File: config.mk
export PLATFORM = sky130hd
export DESIGN_NAME = mem_subsystem
export DESIGN_NICKNAME = d
export VERILOG_FILES = /design/src/hdl/mem_pkg.sv /design/src/hdl/bank_decode.sv /design/src/hdl/mem_subsystem.sv /design/src/hdl/read_steer.sv /design/src/hdl/sram_sequencer.sv
export VERILOG_INCLUDE_DIRS = /design/src /design/src/hdl
export SDC_FILE = /design/constraint.sdc
export NUM_CORES = 1
export LEC_CHECK = 0
export BUFFER_PORTS_ARGS = -buffer_cell sky130_fd_sc_hd__buf_2
export CORE_AREA = 2 2 140 142
export CTS_CLUSTER_DIAMETER = 30
export DETAILED_ROUTE_END_ITERATION = 8
export DIE_AREA = 0 0 142 144
export GPL_ROUTABILITY_DRIVEN = 0
export PLACE_DENSITY_LB_ADDON = 0.15
export SLEW_MARGIN = 10
export SYNTH_ARGS = -nofsm -noshare
export SYNTH_HDL_FRONTEND = slang
export SYNTH_SLANG_ARGS = --single-unit
File: constraint.sdc
create_clock -name clk -period 10.3 [get_ports clk]
set_clock_uncertainty 0.1 [all_clocks]
set_input_delay 2.06 -clock clk [delete_from_list [all_inputs] [get_ports clk]]
set_output_delay 2.06 -clock clk [all_outputs]
set_load 0.1 [all_outputs]
File: src/hdl/mem_params.svh
`ifndef MEM_PARAMS_SVH
`define MEM_PARAMS_SVH

// word width on both buses and on each chip
`define WORD_W 32

// address width of one chip, in words
`define CHIP_AW 20

// byte lanes per word
`define BYTE_N 4

// bound for any polling loop, in clk cycles
`define WAIT_LIMIT 64

`endif

File: src/hdl/mem_pkg.sv
package mem_pkg;

`include "mem_params.svh"

typedef logic [`WORD_W-1:0] word_t;

// bus word address, one bit wider than a chip address for bank select
typedef logic [`CHIP_AW:0] bus_addr_t;

typedef logic [`CHIP_AW-1:0] chip_addr_t;

typedef logic [`BYTE_N-1:0] mask_t; // 1 = byte enabled

typedef struct packed {
    logic  write;
    logic  read;
    word_t wdata;
    mask_t mask;
} data_pl_t;

// fetches carry no request data
typedef struct packed {
    logic rsvd;
} fetch_pl_t;

endpackage

File: src/hdl/bank_decode.sv
`timescale 1ns/1ps

// splits an interleaved word address into bank parity and chip address
//
// even words live in the base chip, odd words in the ext chip, so the
// chip address is the bus address without its lowest bit. next_chip_addr
// serves the case where the pair starts on an odd word: the second word
// then sits in the base chip one row further on
module bank_decode
    import mem_pkg::*;
#(
    parameter type payload_t = fetch_pl_t
) (
    input  bus_addr_t  addr,
    input  payload_t   payload_in,
    output logic       even,
    output chip_addr_t chip_addr,
    output chip_addr_t next_chip_addr,
    output payload_t   payload_out
);

    localparam int BUS_AW = $bits(bus_addr_t);

    chip_addr_t half_addr;

    assign half_addr = addr[BUS_AW-1:1]; // drop the bank bit

    assign even = ~addr[0];

    assign chip_addr = half_addr;

    // wraps at the top of the chip, same as the bus address would
    assign next_chip_addr = half_addr + chip_addr_t'(1);

    // request fields travel alongside the decoded address
    assign payload_out = payload_in;

endmodule

File: src/hdl/mem_subsystem.sv
`timescale 1ns/1ps

// two interleaved SRAM chips behind an instruction port and a data port
module mem_subsystem
    import mem_pkg::*;
(
    input  logic       clk,
    input  logic       rst,

    input  bus_addr_t  inst_addr,
    output word_t      inst_data,
    output word_t      inst_data_2,
    output logic       inst_valid,

    input  bus_addr_t  data_addr,
    input  logic       data_read,
    input  logic       data_write,
    input  word_t      data_wdata,
    input  mask_t      data_mask,
    output word_t      data_rdata,
    output logic       stall,

    output logic       base_ce_n,
    output logic       base_oe_n,
    output logic       base_we_n,
    output mask_t      base_be_n,
    output chip_addr_t base_addr,
    output word_t      base_data_out,
    output logic       base_data_oe,
    input  word_t      base_data_in,

    output logic       ext_ce_n,
    output logic       ext_oe_n,
    output logic       ext_we_n,
    output mask_t      ext_be_n,
    output chip_addr_t ext_addr,
    output word_t      ext_data_out,
    output logic       ext_data_oe,
    input  word_t      ext_data_in
);

    fetch_pl_t  fetch_req;
    data_pl_t   data_req;
    data_pl_t   data_pl;
    logic       inst_even;
    chip_addr_t inst_chip_addr;
    chip_addr_t inst_next_addr;
    logic       data_even;
    chip_addr_t data_chip_addr;
    logic       pending;
    logic       phase;

    assign fetch_req = '0;
    assign data_req  = '{write: data_write, read: data_read, wdata: data_wdata, mask: data_mask};

    bank_decode #(
        .payload_t(fetch_pl_t)
    ) u_inst_decode (
        .addr           (inst_addr),
        .payload_in     (fetch_req),
        .even           (inst_even),
        .chip_addr      (inst_chip_addr),
        .next_chip_addr (inst_next_addr),
        .payload_out    ()
    );

    bank_decode #(
        .payload_t(data_pl_t)
    ) u_data_decode (
        .addr           (data_addr),
        .payload_in     (data_req),
        .even           (data_even),
        .chip_addr      (data_chip_addr),
        .next_chip_addr (),
        .payload_out    (data_pl)
    );

    sram_sequencer u_sequencer (
        .clk            (clk),
        .rst            (rst),
        .inst_even      (inst_even),
        .inst_chip_addr (inst_chip_addr),
        .inst_next_addr (inst_next_addr),
        .data_even      (data_even),
        .data_chip_addr (data_chip_addr),
        .data_pl        (data_pl),
        .pending        (pending),
        .phase          (phase),
        .base_ce_n      (base_ce_n),
        .base_oe_n      (base_oe_n),
        .base_we_n      (base_we_n),
        .base_be_n      (base_be_n),
        .base_addr      (base_addr),
        .base_data_out  (base_data_out),
        .base_data_oe   (base_data_oe),
        .ext_ce_n       (ext_ce_n),
        .ext_oe_n       (ext_oe_n),
        .ext_we_n       (ext_we_n),
        .ext_be_n       (ext_be_n),
        .ext_addr       (ext_addr),
        .ext_data_out   (ext_data_out),
        .ext_data_oe    (ext_data_oe)
    );

    read_steer u_steer (
        .clk         (clk),
        .rst         (rst),
        .phase       (phase),
        .pending     (pending),
        .data_even   (data_even),
        .base_rdata  (base_data_in),
        .ext_rdata   (ext_data_in),
        .inst_even   (inst_even),
        .inst_data   (inst_data),
        .inst_data_2 (inst_data_2),
        .inst_valid  (inst_valid),
        .data_rdata  (data_rdata),
        .stall       (stall)
    );

endmodule

File: src/hdl/read_steer.sv
`timescale 1ns/1ps

// returns read words to the two buses
//
// the instruction pair is valid in the clk after a fetch edge, while both
// chips still drive the fetched rows. a data read is captured at the fetch
// edge that ends the pending access
module read_steer
    import mem_pkg::*;
(
    input  logic  clk,
    input  logic  rst,
    input  logic  phase,
    input  logic  pending,
    input  logic  data_even,
    input  word_t base_rdata,
    input  word_t ext_rdata,
    input  logic  inst_even,
    output word_t inst_data,
    output word_t inst_data_2,
    output logic  inst_valid,
    output word_t data_rdata,
    output logic  stall
);

    logic fetch_even; // parity of the pair being returned
    logic sel_even;   // bank of the data access in flight

    always_ff @(posedge clk or posedge rst) begin
        if (rst) begin
            fetch_even <= 1'b1;
            sel_even   <= 1'b1;
            data_rdata <= '0;
        end else if (!phase) begin
            fetch_even <= inst_even;
            if (pending) begin
                data_rdata <= sel_even ? base_rdata : ext_rdata;
            end else begin
                sel_even <= data_even; // holds for the request taken now
            end
        end
    end

    // addressed word first, its successor second
    assign inst_data   = fetch_even ? base_rdata : ext_rdata;
    assign inst_data_2 = fetch_even ? ext_rdata : base_rdata;

    assign inst_valid = phase;

    assign stall = pending;

endmodule

File: src/hdl/sram_sequencer.sv
`timescale 1ns/1ps

// drives the pins of both SRAM chips, alternating fetch and data phases
//
// phase is low while the next edge is a fetch edge. at a fetch edge both
// chips are set up to read the instruction pair, and a new data request
// is taken if none is pending. at the following data edge the pending
// access, if any, goes to the chip picked by its parity; its strobes are
// active for one clk and end at the next fetch edge
module sram_sequencer
    import mem_pkg::*;
(
    input  logic       clk,
    input  logic       rst,

    input  logic       inst_even,
    input  chip_addr_t inst_chip_addr,
    input  chip_addr_t inst_next_addr,

    input  logic       data_even,
    input  chip_addr_t data_chip_addr,
    input  data_pl_t   data_pl,

    output logic       pending,
    output logic       phase,

    output logic       base_ce_n,
    output logic       base_oe_n,
    output logic       base_we_n,
    output mask_t      base_be_n,
    output chip_addr_t base_addr,
    output word_t      base_data_out,
    output logic       base_data_oe,

    output logic       ext_ce_n,
    output logic       ext_oe_n,
    output logic       ext_we_n,
    output mask_t      ext_be_n,
    output chip_addr_t ext_addr,
    output word_t      ext_data_out,
    output logic       ext_data_oe
);

    logic       fetch_edge;
    logic       req_even;
    chip_addr_t req_addr;
    data_pl_t   req_pl;
    mask_t      req_be_n;

    assign fetch_edge = ~phase;

    // reads enable every lane, writes only the masked ones
    assign req_be_n = req_pl.write ? ~req_pl.mask : '0;

    always_ff @(posedge clk or posedge rst) begin
        if (rst) begin
            phase   <= 1'b0; // first edge after reset is a fetch edge
            pending <= 1'b0;
        end else begin
            phase <= ~phase;
            if (fetch_edge) begin
                // a request seen as pending ends here, and the same
                // request is not taken again on this edge
                if (pending) begin
                    pending <= 1'b0;
                end else begin
                    pending <= data_pl.read | data_pl.write;
                end
            end
        end
    end

    // request is latched when it is accepted
    always_ff @(posedge clk) begin
        if (fetch_edge && !pending) begin
            req_even <= data_even;
            req_addr <= data_chip_addr;
            req_pl   <= data_pl;
        end
    end

    // chip strobes
    always_ff @(posedge clk or posedge rst) begin
        if (rst) begin
            base_ce_n    <= 1'b1;
            base_oe_n    <= 1'b1;
            base_we_n    <= 1'b1;
            base_data_oe <= 1'b0;
            ext_ce_n     <= 1'b1;
            ext_oe_n     <= 1'b1;
            ext_we_n     <= 1'b1;
            ext_data_oe  <= 1'b0;
        end else if (fetch_edge) begin
            // instruction pair, both chips read
            base_ce_n    <= 1'b0;
            base_oe_n    <= 1'b0;
            base_we_n    <= 1'b1;
            base_data_oe <= 1'b0;
            ext_ce_n     <= 1'b0;
            ext_oe_n     <= 1'b0;
            ext_we_n     <= 1'b1;
            ext_data_oe  <= 1'b0;
        end else if (pending) begin
            base_ce_n    <= ~req_even;
            base_oe_n    <= ~(req_even & req_pl.read);
            base_we_n    <= ~(req_even & req_pl.write);
            base_data_oe <= req_even & req_pl.write;
            ext_ce_n     <= req_even;
            ext_oe_n     <= ~(~req_even & req_pl.read);
            ext_we_n     <= ~(~req_even & req_pl.write);
            ext_data_oe  <= ~req_even & req_pl.write;
        end else begin
            // no data access, both chips deselected
            base_ce_n    <= 1'b1;
            base_oe_n    <= 1'b1;
            base_we_n    <= 1'b1;
            base_data_oe <= 1'b0;
            ext_ce_n     <= 1'b1;
            ext_oe_n     <= 1'b1;
            ext_we_n     <= 1'b1;
            ext_data_oe  <= 1'b0;
        end
    end

    // address, lane and write data pins
    always_ff @(posedge clk) begin
        if (fetch_edge) begin
            // an odd pair wraps into the next base row
            base_addr <= inst_even ? inst_chip_addr : inst_next_addr;
            ext_addr  <= inst_chip_addr;
            base_be_n <= '0;
            ext_be_n  <= '0;
        end else begin
            base_addr     <= req_addr;
            ext_addr      <= req_addr;
            base_be_n     <= req_be_n;
            ext_be_n      <= req_be_n;
            base_data_out <= req_pl.wdata;
            ext_data_out  <= req_pl.wdata;
        end
    end

endmodule

==> impl_metrics.csv <==
group,metric,value,unit
place,io_buffers,363,
pwr,vdd_drop_max,0.142,mV
final_layout,final_cell_mix,"buf_2 (363), edfxtp_1 (91), mux2_2 (77)",
global_routing,track_usage,0.167,
synthesis,synth-main-ff-cell,"edfxtp_1",
place,hpwl,13500,µm
setup_path,crit_top_cell,"buf_2",
place,place_area,8990,µm²
timing,maxSlewViolCount,0,
timing,fin_crit_sh,0.478,
timing,rsz0062_at_grt,"false",
synthesis,syn_area,7210,µm²
flow_run,cap_viol_max_count,0,
synthesis,synth_area_leaders,"edfxtp_1 (38%), dfrtp_1 (12%), dfxtp_1 (12%)",
pwr,p_leak,4.49,nW
timing,worst_slack,5.38,ns
setup_path,startpoint_type,"primary input",
clock_tree,cts_buffers,17,
detailed_routing,routedWlPerCell,16.2,µm
setup_path,critical-path-max-stage-delay,0.43,ns
detailed_routing,drt_iter0_markers,203,
detailed_routing,ant_nets,0,
clock_tree,clock_sinks,179,
timing,min_period,4.92,ns
timing,relSlewSlack,0.334,
global_routing,grt_pass1_vias,4944,
hold_path,hold_path.class,"reg2reg",
clock_tree,path_clk_slew,0.07,ns
pwr,finalPower,2.12,mW
synthesis,async_flop_share,0.246,
synthesis,synth_cell_types,34,
floorplanning,io_pins,364,
synthesis,synth_warnings,0,
setup_path,slowest_stage,"buf_2",
setup_path,worst-path-max-fanout,3,
final_layout,fin_util,0.503,
timing,worst_pin_slew,0.999,ns
global_routing,overflow,0,
clock_tree,cts_buffer_depth,2,
detailed_routing,drt-total-wl,17900,µm
timing,finalSetupViolCount,0,
global_routing,grt_pass1_wl,26000,µm
clock_tree,cts-root-buf,"clkbuf_16",
floorplanning,die_h,144,µm
setup_path,critPathArrivalTime,2.76,ns
final_layout,drive_above_1_share,0.571,
final_layout,fill_cells,1696,
setup_path,timing.critical_path.buf_inv,2,
clock_tree,post_cts_resized,0,
synthesis,synth_nets,671,
floorplanning,dieArea,20400,µm²
setup_path,rrSetupSlack,7.68,ns
final_layout,regArea,4730,µm²
final_layout,area_delta_synth_final,33.2,%
final_layout,final_cell_count_no_fill,1101,
clock_tree,cts_setup_buffers,0,
run_status,outcome,"complete, no violations",
final_layout,finalInstanceArea,9600,µm²
synthesis,synth_edf_count,91,
synthesis,synth_top_area_cell,"edfxtp_1",
setup_path,cp.required,8.14,ns
floorplanning,rows,51,
floorplanning,coreArea,19100,µm²
detailed_routing,drc,0,
timing,tns,0,ns
synthesis,syn_inst,524,
clock_tree,cts-htree-levels,4,
synthesis,synth_top_area_frac,0.379,
detailed_routing,firstDrtPassIters,4,
setup_path,endpoint_kind,"output port",
clock_tree,hold_buffers,0,
detailed_routing,via_count,5174,
final_layout,nets,996,
setup_path,path_cells,"buf_2, mux2_2, buf_2",
final_layout,final_common_cell,"buf_2",
final_layout,multi_input_area,2080,µm²
synthesis,ys_seq_elements,179,
setup_path,crit_family,"buffers and inverters",
timing,whs,0.300,ns
clock_tree,tritoncts,"yes",
timing,fmax,0.203,GHz
place,dp_cells,1068,
clock_tree,worstSkewPairLatency,0.42,ns
global_routing,antenna_found_initial,2,
pwr,power_density,221,nW/µm²
detailed_routing,vias_per_cell,4.70,
place,pre_cts_slack,5.37,ns
setup_path,crit_type,"in2out",
floorplanning,start_util,0.378,
global_routing,grt_max_degree,74,
timing,hold_viol_final,0,
synthesis,avgSynthCellArea,13.8,µm²
synthesis,ys_seq_area_frac,0.655,
floorplanning,die_w,142,µm
[per-layer routing]
layer	up-vias	wire [µm]	track usage
met2	231	9040	0.292
met5	-	11	0
li1	2517	-	-
met3	25	1320	0.0546
met4	2	335	0.0616
met1	2399	7170	0.191
[area by class of cell]
type,count,area share
multi-input cells,272,0.217
repair buffers,366,0.192
clock buffers,18,0.0447
inverters,13,0.00508
clock inverters,14,0.0188
diodes,1,0.000261
well taps,238,0.0310
flip-flops and latches,179,0.492
[power breakdown]
| group | internal, mW | switching [mW] | leakage, nW |
|---|---|---|---|
| registers | 0.812 | 0.0334 | 1.77 |
| clock network | 0.352 | 0.304 | 0.296 |
| logic | 0.108 | 0.511 | 2.43 |
| total | 1.27 | 0.848 | 4.49 |
[worst reg2reg max path: cells and delay by family (launching register included)]
| kind | cells | cell delay [ns] |
|---|---|---|
| buffers and inverters | 2 | 0.99 |
| and+or+nand+nor | 1 | 0.75 |
| DFF | 1 | 0.35 |
| AOI/OAI and AO/OA | 1 | 0.26 |
[registers in the layout (all words and copies together), names as in the netlist, 4 cells and up]
| signal | cells |
|---|---|
| u_sequencer.ext_addr | 20 |
| u_sequencer.base_be_n | 4 |
| u_sequencer.req_addr | 20 |
| u_sequencer.base_addr | 20 |
| u_steer.data_rdata | 32 |
| u_sequencer.req_pl | 38 |
| u_sequencer.base_data_out | 32 |
[cells in the mapped netlist, types with 11 or more instances]
cell type  instances
a21oi_1           11
a31oi_1           12
buf_4             36
clkbuf_1          18
dfrtp_1           36
dfxtp_1           44
edfxtp_1          91
inv_1             12
mux2_2            77
mux2i_1           33
nand2_1           47
nor2_1            13
o21ai_0           46
[final timing paths]
path | startpoint | end | cells past startpoint
min reg2reg | u_sequencer.req_pl[1] | u_sequencer.base_be_n[1] | 1
min | u_sequencer.req_pl[1] | u_sequencer.base_be_n[1] | 1
max reg2reg | u_sequencer.phase | u_steer.data_rdata[31] | 4
min in group asynchronous | rst | u_sequencer.phase | 2
max in group asynchronous | rst | u_sequencer.phase | 2
max | ext_data_in[24] | inst_data_2[24] | 3
[logic make-up after synthesis]
logic type,synth area share
flops,0.655
mux,0.168
simple gates,0.0559
compound gates,0.0559
buf+inv,0.0578
xor+xnor,0.00607
fa+ha+maj,0.00173
(Power assumes the default switching activity.)
